### config.mk
export PLATFORM = sky130hd
export DESIGN_NAME = cpu_ctrl
export DESIGN_NICKNAME = d
export VERILOG_FILES = /design/src/design/alu_pkg.sv /design/src/design/ctrl_pkg.sv /design/src/design/cpu_ctrl.sv /design/src/design/reg_port.sv /design/src/design/imm_builder.sv /design/src/design/op_decoder.sv
export SDC_FILE = /design/constraint.sdc
export NUM_CORES = 1
export LEC_CHECK = 0
export BUFFER_PORTS_ARGS = -buffer_cell sky130_fd_sc_hd__buf_2
export CORE_MARGIN = 2
export CORE_UTILIZATION = 55
export CTS_BUF_LIST = sky130_fd_sc_hd__clkbuf_2
export CTS_CLUSTER_SIZE = 28
export DETAILED_ROUTE_END_ITERATION = 8
export MAX_ROUTING_LAYER = met4
export PLACE_DENSITY_LB_ADDON = 0.3
export SYNTH_ARGS = -nofsm -noshare
export SYNTH_HDL_FRONTEND = slang
export SYNTH_SLANG_ARGS = --single-unit
export TNS_END_PERCENT = 20
### constraint.sdc
create_clock -name clk -period 2.34 [get_ports clk]
set_input_delay 0.234 -clock clk [delete_from_list [all_inputs] [get_ports clk]]
set_output_delay 0.234 -clock clk [all_outputs]
set_load 0.01 [all_outputs]
### src/design/alu_pkg.sv
/* ALU operation codes as driven on alu_op; the encoding must match the ALU */
`default_nettype none

package alu_pkg;

    typedef enum logic [5:0] {
        NOP = 6'd0,
        MOVE,       // pass source or immediate
        CCF,
        CPL,
        ADD,
        ADC,
        SUB,
        SBC,
        OR,
        AND
    } alu_op_t;

endpackage

`default_nettype wire

### src/design/ctrl_pkg.sv
/* types shared by the sequencing controller. Register codes follow the current-bank layout,
   and size 3 is only used for the 24-bit jump target */
`default_nettype none

package ctrl_pkg;

    typedef logic [31:0] op_win_t;    // byte 0 in [7:0]
    typedef logic [31:0] imm_t;
    typedef logic [7:0]  reg_code_t;
    typedef logic [1:0]  size_t;
    typedef logic [2:0]  we_t;        // one-hot byte/word/long
    typedef logic [1:0]  fetch_t;

    localparam size_t SZ_BYTE = 2'd0;
    localparam size_t SZ_WORD = 2'd1;
    localparam size_t SZ_LONG = 2'd2;
    localparam size_t SZ_JUMP = 2'd3; // jump target, three bytes

    typedef enum logic [1:0] {
        FETCH,
        EXEC,       // second byte after a register prefix
        FILL_IMM,   // upper immediate bytes
        DUMMY       // deferred write of R,r arithmetic
    } phase_t;

    function automatic we_t size_to_we(input size_t sz);
        case (sz)
            SZ_BYTE: return 3'b001;
            SZ_WORD: return 3'b010;
            default: return 3'b100;
        endcase
    endfunction

    // byte registers map onto the low/high halves of the current bank
    function automatic reg_code_t expand_reg(input logic [2:0] rr, input size_t sz);
        if (sz == SZ_BYTE) begin
            return {4'he, rr[2:1], 1'b0, ~rr[0]};
        end
        return {rr[2] ? 4'hf : 4'he, rr[1:0], 2'b00};
    endfunction

endpackage

`default_nettype wire
### src/design/cpu_ctrl.sv
/* instruction sequencing controller; op must hold the four bytes at the program pointer,
   and the pointer advances by fetched on every clk edge */
`timescale 1ns/1ps
`default_nettype none

module cpu_ctrl (
    input  wire                    clk,
    input  wire                    rst,
    input  wire                    cen,
    input  wire                    op_ok,
    input  wire ctrl_pkg::op_win_t op,
    output ctrl_pkg::fetch_t       fetched,
    output logic                   pc_we,
    output logic                   inc_rfp,
    output logic                   dec_rfp,
    output logic                   rfp_we,
    output logic                   alu_smux,
    output logic                   alu_wait,
    output logic                   flag_we,
    output ctrl_pkg::imm_t         alu_imm,
    output alu_pkg::alu_op_t       alu_op,
    output ctrl_pkg::we_t          regs_we,
    output ctrl_pkg::reg_code_t    regs_dst,
    output ctrl_pkg::reg_code_t    regs_src
);
    import ctrl_pkg::*;
    import alu_pkg::*;

    reg_code_t nx_dst, nx_src;
    we_t       nx_we, nx_keep_we;
    alu_op_t   nx_alu_op;
    logic      nx_smux, nx_alu_wait, nx_flag_we;
    logic      nx_rfp_we, nx_inc_rfp, nx_dec_rfp;
    logic      imm_load, imm_fill, pc_arm, release_keep;
    imm_t      nx_imm_lo;
    size_t     fill_size;

    op_decoder u_dec (
        .clk, .rst, .cen, .op, .op_ok,
        .cur_dst      (regs_dst),
        .cur_imm      (alu_imm),
        .fetched, .nx_dst, .nx_src, .nx_we, .nx_keep_we, .nx_alu_op,
        .nx_smux, .nx_alu_wait, .nx_flag_we, .nx_rfp_we, .nx_inc_rfp, .nx_dec_rfp,
        .imm_load, .imm_fill, .pc_arm, .nx_imm_lo, .fill_size, .release_keep
    );

    imm_builder u_imm (
        .clk, .rst, .cen, .op,
        .imm_load, .imm_fill, .pc_arm, .nx_imm_lo, .fill_size,
        .alu_imm, .pc_we
    );

    reg_port u_regs (
        .clk, .rst, .cen,
        .nx_dst, .nx_src, .nx_we, .nx_keep_we, .release_keep,
        .regs_dst, .regs_src, .regs_we
    );

    // ALU and RFP controls, strobes last one cen cycle
    always_ff @(posedge clk or posedge rst) begin
        if (rst) begin
            alu_op   <= NOP;
            alu_smux <= 1'b0;
            alu_wait <= 1'b0;
            flag_we  <= 1'b0;
            rfp_we   <= 1'b0;
            inc_rfp  <= 1'b0;
            dec_rfp  <= 1'b0;
        end else if (cen) begin
            alu_op   <= nx_alu_op;
            alu_smux <= nx_smux;
            alu_wait <= nx_alu_wait;
            flag_we  <= nx_flag_we;
            rfp_we   <= nx_rfp_we;
            inc_rfp  <= nx_inc_rfp;
            dec_rfp  <= nx_dec_rfp;
        end
    end

endmodule

`default_nettype wire

### src/design/reg_port.sv
/* register selects and write enable. A write armed by a multi-cycle
   instruction is held until the decoder releases it */
`timescale 1ns/1ps
`default_nettype none

module reg_port (
    input  wire                      clk,
    input  wire                      rst,
    input  wire                      cen,
    input  wire ctrl_pkg::reg_code_t nx_dst,
    input  wire ctrl_pkg::reg_code_t nx_src,
    input  wire ctrl_pkg::we_t       nx_we,
    input  wire ctrl_pkg::we_t       nx_keep_we,
    input  wire                      release_keep,
    output ctrl_pkg::reg_code_t      regs_dst,
    output ctrl_pkg::reg_code_t      regs_src,
    output ctrl_pkg::we_t            regs_we
);
    import ctrl_pkg::*;

    we_t keep_q;    // deferred write enable

    always_ff @(posedge clk or posedge rst) begin
        if (rst) begin
            regs_dst <= '0;
            regs_src <= '0;
            regs_we  <= '0;
            keep_q   <= '0;
        end else if (cen) begin
            regs_dst <= nx_dst;
            regs_src <= nx_src;
            regs_we  <= release_keep ? keep_q : nx_we;
            if (nx_keep_we != '0) begin
                keep_q <= nx_keep_we;
            end else if (release_keep) begin
                keep_q <= '0;
            end
        end
    end

    // the register file writes exactly one width
    a_we_onehot: assert property (@(posedge clk) disable iff (rst)
        $onehot0(regs_we));

endmodule

`default_nettype wire

### src/design/imm_builder.sv
/* alu_imm register; upper bytes arrive one decision after the low byte.
   A jump armed on the first decision strobes pc_we with the completed target */
`timescale 1ns/1ps
`default_nettype none

module imm_builder (
    input  wire                    clk,
    input  wire                    rst,
    input  wire                    cen,
    input  wire ctrl_pkg::op_win_t op,
    input  wire                    imm_load,
    input  wire                    imm_fill,
    input  wire                    pc_arm,
    input  wire ctrl_pkg::imm_t    nx_imm_lo,
    input  wire ctrl_pkg::size_t   fill_size,
    output ctrl_pkg::imm_t         alu_imm,
    output logic                   pc_we
);
    import ctrl_pkg::*;

    logic armed;    // JP waiting for its upper address bytes

    always_ff @(posedge clk or posedge rst) begin
        if (rst) begin
            alu_imm <= '0;
            armed   <= 1'b0;
            pc_we   <= 1'b0;
        end else if (cen) begin
            pc_we <= imm_fill && armed;
            if (pc_arm) begin
                armed <= 1'b1;
            end else if (imm_fill) begin
                armed <= 1'b0;
            end
            if (imm_load) begin
                alu_imm <= nx_imm_lo;
            end else if (imm_fill) begin
                case (fill_size)
                    SZ_WORD: alu_imm[31:8] <= {16'd0, op[7:0]};
                    SZ_LONG: alu_imm[31:8] <= op[23:0];
                    SZ_JUMP: alu_imm[23:8] <= op[15:0];  // byte 3 stays clear
                    default: ;
                endcase
            end
        end
    end

    // a fill consumes the arm, so a jump never writes the PC twice
    a_pc_single: assert property (@(posedge clk) disable iff (rst)
        (cen && pc_we) |=> !pc_we);

endmodule

`default_nettype wire

### src/design/op_decoder.sv
/* decodes one opcode window per decision; unknown opcodes consume nothing
   and are retried, so an illegal byte stalls the sequencer */
`timescale 1ns/1ps
`default_nettype none

module op_decoder (
    input  wire                  clk,
    input  wire                  rst,
    input  wire                  cen,
    input  wire ctrl_pkg::op_win_t op,
    input  wire                  op_ok,
    input  wire ctrl_pkg::reg_code_t cur_dst,
    input  wire ctrl_pkg::imm_t  cur_imm,
    output ctrl_pkg::fetch_t     fetched,
    output ctrl_pkg::reg_code_t  nx_dst,
    output ctrl_pkg::reg_code_t  nx_src,
    output ctrl_pkg::we_t        nx_we,
    output ctrl_pkg::we_t        nx_keep_we,
    output alu_pkg::alu_op_t     nx_alu_op,
    output logic                 nx_smux,
    output logic                 nx_alu_wait,
    output logic                 nx_flag_we,
    output logic                 nx_rfp_we,
    output logic                 nx_inc_rfp,
    output logic                 nx_dec_rfp,
    output logic                 imm_load,
    output logic                 imm_fill,
    output logic                 pc_arm,
    output ctrl_pkg::imm_t       nx_imm_lo,
    output ctrl_pkg::size_t      fill_size,
    output logic                 release_keep
);
    import ctrl_pkg::*;
    import alu_pkg::*;

    phase_t    phase_q, nx_phase;
    size_t     size_q, nx_size;
    logic      wait_q;      // cen cycle after a consuming decision
    reg_code_t src_q;       // copies of held outputs
    alu_op_t   op_q;
    logic      smux_q;
    logic      decide;

    assign decide    = cen && op_ok && !wait_q;
    assign fill_size = size_q;

    always_comb begin
        nx_phase     = phase_q;
        nx_size      = size_q;
        fetched      = '0;
        nx_dst       = cur_dst;
        nx_src       = src_q;
        nx_we        = '0;
        nx_keep_we   = '0;
        nx_alu_op    = op_q;
        nx_smux      = smux_q;
        nx_flag_we   = 1'b0;
        nx_rfp_we    = 1'b0;
        nx_inc_rfp   = 1'b0;
        nx_dec_rfp   = 1'b0;
        imm_load     = 1'b0;
        imm_fill     = 1'b0;
        pc_arm       = 1'b0;
        nx_imm_lo    = cur_imm;
        release_keep = 1'b0;
        if (decide) begin
            case (phase_q)
                FETCH: begin
                    nx_alu_op = NOP;
                    nx_smux   = 1'b0;
                    casez (op[7:0])
                        8'b0000_0000: fetched = 2'd1;
                        8'b0001_0010: begin
                            nx_flag_we = 1'b1;
                            nx_alu_op  = CCF;
                            fetched    = 2'd1;
                        end
                        8'b0001_0111: begin // LDF
                            nx_rfp_we = 1'b1;
                            imm_load  = 1'b1;
                            nx_imm_lo = {24'd0, op[15:8]};
                            fetched   = 2'd2;
                        end
                        8'b0000_1100: begin
                            nx_inc_rfp = 1'b1;
                            fetched    = 2'd1;
                        end
                        8'b0000_1101: begin
                            nx_dec_rfp = 1'b1;
                            fetched    = 2'd1;
                        end
                        8'b0010_0???, 8'b0011_0???, 8'b0100_0???: begin // LD R,#
                            nx_size   = op[6] ? SZ_LONG : (op[4] ? SZ_WORD : SZ_BYTE);
                            nx_dst    = expand_reg(op[2:0], nx_size);
                            imm_load  = 1'b1;
                            nx_imm_lo = {24'd0, op[15:8]};
                            nx_alu_op = MOVE;
                            nx_smux   = 1'b1;
                            fetched   = 2'd2;
                            if (nx_size == SZ_BYTE) begin
                                nx_we = size_to_we(nx_size);
                            end else begin
                                nx_keep_we = size_to_we(nx_size);
                                nx_phase   = FILL_IMM;
                            end
                        end
                        8'b0001_101?: begin // JP #16 / #24
                            imm_load  = 1'b1;
                            nx_imm_lo = {24'd0, op[15:8]};
                            nx_size   = op[0] ? SZ_JUMP : SZ_WORD;
                            pc_arm    = 1'b1;
                            nx_phase  = FILL_IMM;
                            fetched   = 2'd2;
                        end
                        8'b11??_1???: begin // prefix with short register
                            nx_size  = op[5:4];
                            nx_dst   = expand_reg(op[2:0], nx_size);
                            nx_src   = nx_dst;
                            nx_phase = EXEC;
                            fetched  = 2'd1;
                        end
                        8'b11??_0111: begin // prefix with full register byte
                            nx_size  = op[5:4];
                            nx_dst   = op[15:8];
                            nx_src   = op[15:8];
                            nx_phase = EXEC;
                            fetched  = 2'd2;
                        end
                        default: ;
                    endcase
                end
                EXEC: begin
                    nx_phase = FETCH;
                    casez (op[7:0])
                        8'b1000_1???: begin // LD R,r
                            nx_src    = cur_dst;
                            nx_dst    = expand_reg(op[2:0], size_q);
                            nx_alu_op = MOVE;
                            nx_smux   = 1'b0;
                            nx_we     = size_to_we(size_q);
                            fetched   = 2'd1;
                        end
                        8'b1001_1???: begin // LD r,R
                            nx_src    = expand_reg(op[2:0], size_q);
                            nx_alu_op = MOVE;
                            nx_smux   = 1'b0;
                            nx_we     = size_to_we(size_q);
                            fetched   = 2'd1;
                        end
                        8'b1010_1???: begin // LD r,#3
                            imm_load  = 1'b1;
                            nx_imm_lo = {29'd0, op[2:0]};
                            nx_alu_op = MOVE;
                            nx_smux   = 1'b1;
                            nx_we     = size_to_we(size_q);
                            fetched   = 2'd1;
                        end
                        8'b0000_0110: begin
                            nx_alu_op = CPL;
                            nx_smux   = 1'b0;
                            nx_we     = size_to_we(size_q);
                            fetched   = 2'd1;
                        end
                        8'b1000_0???, 8'b1001_0???, 8'b1010_0???,
                        8'b1100_0???, 8'b1110_0???: begin
                            case (op[7:4]) // R,r arithmetic, operands swapped
                                4'h8:    nx_alu_op = ADD;
                                4'h9:    nx_alu_op = ADC;
                                4'ha:    nx_alu_op = SUB;
                                4'hc:    nx_alu_op = AND;
                                default: nx_alu_op = OR;
                            endcase
                            nx_src     = cur_dst;
                            nx_dst     = expand_reg(op[2:0], size_q);
                            nx_smux    = 1'b0;
                            nx_keep_we = size_to_we(size_q);
                            nx_phase   = DUMMY;
                        end
                        8'b0000_0011, 8'b1100_10??, 8'b1100_1100, 8'b1100_1110: begin
                            case (op[7:0]) // LD r,# and r,# arithmetic
                                8'hc8:   nx_alu_op = ADD;
                                8'hc9:   nx_alu_op = ADC;
                                8'hca:   nx_alu_op = SUB;
                                8'hcb:   nx_alu_op = SBC;
                                8'hcc:   nx_alu_op = AND;
                                8'hce:   nx_alu_op = OR;
                                default: nx_alu_op = MOVE;
                            endcase
                            nx_smux  = 1'b1;
                            imm_load = 1'b1;
                            fetched  = 2'd2;
                            if (size_q == SZ_BYTE) begin
                                nx_imm_lo = {24'd0, op[15:8]};
                                nx_we     = size_to_we(size_q);
                            end else begin
                                nx_imm_lo  = {cur_imm[31:8], op[15:8]};
                                nx_keep_we = size_to_we(size_q);
                                nx_phase   = FILL_IMM;
                            end
                        end
                        default: ;
                    endcase
                end
                FILL_IMM: begin
                    imm_fill     = 1'b1;
                    release_keep = 1'b1;
                    nx_phase     = FETCH;
                    case (size_q)
                        SZ_LONG: fetched = 2'd3;
                        SZ_JUMP: fetched = 2'd2;
                        default: fetched = 2'd1;
                    endcase
                end
                DUMMY: begin
                    release_keep = 1'b1;
                    nx_phase     = FETCH;
                    fetched      = 2'd1;
                end
                default: nx_phase = FETCH;
            endcase
        end
        nx_alu_wait = nx_phase == FILL_IMM; // immediate still incomplete
    end

    always_ff @(posedge clk or posedge rst) begin
        if (rst) begin
            phase_q <= FETCH;
            size_q  <= SZ_BYTE;
            wait_q  <= 1'b0;
            src_q   <= '0;
            op_q    <= NOP;
            smux_q  <= 1'b0;
        end else if (cen) begin
            phase_q <= nx_phase;
            size_q  <= nx_size;
            wait_q  <= fetched != '0;
            src_q   <= nx_src;
            op_q    <= nx_alu_op;
            smux_q  <= nx_smux;
        end
    end

    // memory pointer only moves on a real decision
    a_fetch_idle: assert property (@(posedge clk) disable iff (rst)
        (!cen || !op_ok || wait_q) |-> fetched == '0);

endmodule

`default_nettype wire

==> impl_metrics.tcl <==
set metrics [dict create \
    synth_area_sq_um 4040 \
    slew_headroom_pct 57.7 \
    yosysSeqAreaShare_pct 44.0 \
    crit_start "u_dec.wait_q$_DFFE_PP0P_" \
    drive_gt1_share_pct 31.9 \
    postRouteWirelength_um 11500 \
    cp_top_family "compound AO/OA/AOI/OAI gates" \
    via_per_inst 5.92 \
    final_common_cell "buf_2" \
    clockPowerShare_pct 15.5 \
    seqPwrFrac_pct 41.5 \
    first_iter_violations 195 \
    synth_top_family_by_area "compound AO/OA/AOI/OAI gates" \
    fin_crit_sh_pct 97.7 \
    vdd_ir_drop_max_uv 512 \
    final_cell_mix "91 x buf_2, 71 x dfrtp_1, 37 x nand2_1, 32 x buf_4, 29 x a22o_1" \
    final_max_slew_viol_count 0 \
    synth_edf_count 0 \
    drc 0 \
    skew_ns 0.0384 \
    path_cells "nand3b_1 -> a41o_1 -> a21o_1 -> a31oi_2 -> buf_2" \
    tightest_slew_ns 0.629 \
    vias 3774 \
    synth-simple-area-share_pct 16.6 \
    numPortBuffers 91 \
    first_global_vias 3753 \
    critPathKind "flop to primary output" \
    clock-sinks 71 \
    antenna_found_initial 0 \
    ys.flop_type "dfrtp_1" \
    status "completed" \
    worstPathRequired_ns 2.11 \
    grt_max_degree 29 \
    synthToLayoutAreaGrowth_pct 24.2 \
    syn_avg_cell_area_sq_um 9.81 \
    rows 31 \
    min_period_ns 2.29 \
    dr.pass1.iters 4 \
    ys_ff_latch 71 \
    clock_latency_ns 0.53 \
    grt_pass1_wl_um 18900 \
    cp.arrival_ns 2.05 \
    ant_nets 0 \
    synth-async-reset-ratio_pct 100 \
    layout.nets 577 \
    clock-root-buffer "clkbuf_2" \
    avgRoutedWirePerCell_um 18.1 \
    die_y_um 89.7 \
    ioPinCount 102 \
    dieArea_sq_um 8050 \
    post-place-cells 604 \
    grt.total_usage_pct 30.1 \
    fin_area_sq_um 5020 \
    synthXorXnorAreaFrac_pct 0.433 \
    hpwl_um 8330 \
    startpoint_type "flop" \
    initial_utilization_pct 56.3 \
    grt_overflow 0 \
    postPlaceCellArea_sq_um 4710 \
    worst_setup_path_end_kind "primary output" \
    synth_cell_type_count 70 \
    regToRegEndpoint "u_imm.alu_imm[17]$_DFFE_PP0P_" \
    combPwrFrac_pct 43.0 \
    cts_buffers 9 \
    ff2ff_setup_slack_ns 0.27 \
    power.density_nw_per_um2 896 \
    synth_top_area_cell "dfrtp_1" \
    final-setup-viol-count 0 \
    yosysWarnings 0 \
    p_leak_nw 2.44 \
    switching_share_pct 39.6 \
    hold_path_class "input port to flop" \
    synth-adder-area-share_pct 2.14 \
    r2r_cells 9 \
    worstHoldStart "cen" \
    fp.coreArea_sq_um 7180 \
    synth_cells 412 \
    clkTransAtPathRegs_ns 0.20 \
    slowest_delay_ns 0.46 \
    whs_path_depth 3 \
    clock_path_buffers 2 \
    htree_levels 3 \
    p_sw_mw 1.78 \
    synth_area_leaders "dfrtp_1 44%, a22o_1 6.3%, nand2_1 3.4%" \
    hold_viol_final 0 \
    synth_mux_area_share_pct 4.74 \
    hold_path_end "alu_wait$_DFFE_PP0P_" \
    synth_compound_area_share_pct 26.1 \
    synth_top_area_share_pct 44.0 \
    max_freq_mhz 437 \
    num_antenna_cells 0 \
    r2r-start "u_dec.fill_size[1]$_DFFE_PP0P_" \
    cap_viol_max_count 0 \
    die_w_um 89.7 \
    gp_congestion 0.993 \
    power.internal_mw 2.72 \
    path_buf_inv 1 \
    cts_tree "yes" \
    instances_no_fill 638 \
    crit_fanout 4 \
    slowest_stage "dfrtp_1" \
]
-- area by class of cell --
class | instances | area [sq um]
clock buffer | 9 | 45.0
clock inverter | 6 | 62.6
fill | 564 | 2160
inverter | 16 | 60.1
multi-input combinational | 295 | 2050
sequential | 71 | 1780
tap | 99 | 124
timing repair buffer | 142 | 906
-- layer usage --
layer	wire length (um)	part of all wire, %	vias to the layer above	track usage [%]
met4	434	3.8	0	14.1
li1	-	-	1766	-
met1	4880	42	1820	37.0
met2	5570	48	155	49.1
met5	0	0	-	-
met3	638	5.5	33	5.03
-- how the worst max path moves through the flow --
stage	to	slack [ns]	depth (start not counted)
floorplan	alu_wait$_DFFE_PP0P_	0.31	1
global placement	fetched[1]	0.21	7
detailed placement	u_regs.regs_src[2]$_DFFE_PP0P_	0.22	8
CTS	fetched[0]	0.02	5
global route	fetched[0]	-0.02	5
finish	fetched[0]	0.05	5
-- what timing repair did --
action                                  in CTS  in global routing
hold buffers                                17                  0
endpoints found under the setup margin       1                  2
gates cloned                                 0                  0
buffers inserted                             2                  0
resized for setup                            0                  3
endpoints found under the hold margin       48                  0
-- metrics by stage --
| step | TNS (ns) | setup slack [ns] | utilization [%] | hold slack (ns) | power (mW) |
|---|---|---|---|---|---|
| floorplan | 0 | 0.309 | - | 0.367 | 3.00 |
| global placement | 0 | 0.214 | 65.6 | 0.320 | 3.71 |
| detailed placement | 0 | 0.220 | 65.6 | 0.323 | 3.74 |
| CTS | 0 | 0.0167 | 69.7 | 0.0183 | 4.46 |
| global route | -0.0193 | -0.0193 | 70.0 | 0.0501 | 4.77 |
| finish | 0 | 0.0538 | 70.0 | 0.0306 | 4.50 |
-- registers in the layout, summed over array words and instances (netlist names) --
register / flops
u_dec.op_q: 4
rfp_we: 1
u_dec.phase_q: 2
u_dec.smux_q: 1
u_dec.wait_q: 1
u_imm.alu_imm: 32
alu_wait: 1
u_imm.armed: 1
u_regs.regs_src: 8
u_dec.fill_size: 2
u_regs.keep_q: 3
flag_we: 1
inc_rfp: 1
u_imm.pc_we: 1
u_regs.regs_dst: 8
u_regs.regs_we: 3
dec_rfp: 1
-- Yosys cell counts, types with 3 or more instances --
cell / n
a211oi_1: 3
a21o_1: 9
a21oi_1: 15
a21oi_2: 4
a22o_1: 29
a31oi_1: 6
a32o_1: 3
and3_1: 3
buf_2: 11
buf_4: 3
buf_6: 5
clkbuf_1: 10
dfrtp_1: 71
ha_1: 6
inv_1: 16
mux2_1: 8
mux2_2: 5
mux2i_1: 3
nand2_1: 37
nand2b_1: 5
nand3_1: 14
nand3b_1: 5
nor2_1: 24
nor2b_1: 3
nor3_1: 5
nor3b_1: 5
o21a_1: 3
o21ai_0: 18
o21ai_1: 13
o21ai_2: 3
o22ai_1: 5
o2bb2ai_1: 3
o31ai_1: 4
o41ai_1: 3
or2_1: 3
or3_1: 7
-- worst reg2reg max path, stage by stage, from the launching register on --
cell and delay [ns]:
dfrtp_1 0.48, inv_1 0.09, ha_1 0.29, or3b_1 0.39
o41ai_1 0.07, a21o_2 0.16, o21ai_2 0.07, nor3_4 0.20
buf_12 0.15, a22o_1 0.12
-- power by group through the flow --
stage | clock network, mW | registers [mW] | logic, mW
after floorplan | 0 | 2.03 | 0.968
after global placement | 0 | 1.87 | 1.84
after detailed placement | 0 | 1.88 | 1.87
after CTS | 0.700 | 1.85 | 1.91
after global routing | 0.757 | 1.91 | 2.10
final | 0.699 | 1.86 | 1.93
-- cells by family (layout without fill, tap and decap cells) --
| group | after synthesis | after routing |
|---|---|---|
| XOR/XNOR | 2 | 2 |
| AND/OR/NAND/NOR | 127 | 127 |
| flip-flops | 71 | 71 |
| multiplexers | 17 | 17 |
| adder cells (fa/ha/maj) | 7 | 7 |
| other | 1 | 2 |
| AO/OA/AOI/OAI | 140 | 140 |
| buffers and inverters | 47 | 173 |
(Power assumes the default switching activity.)
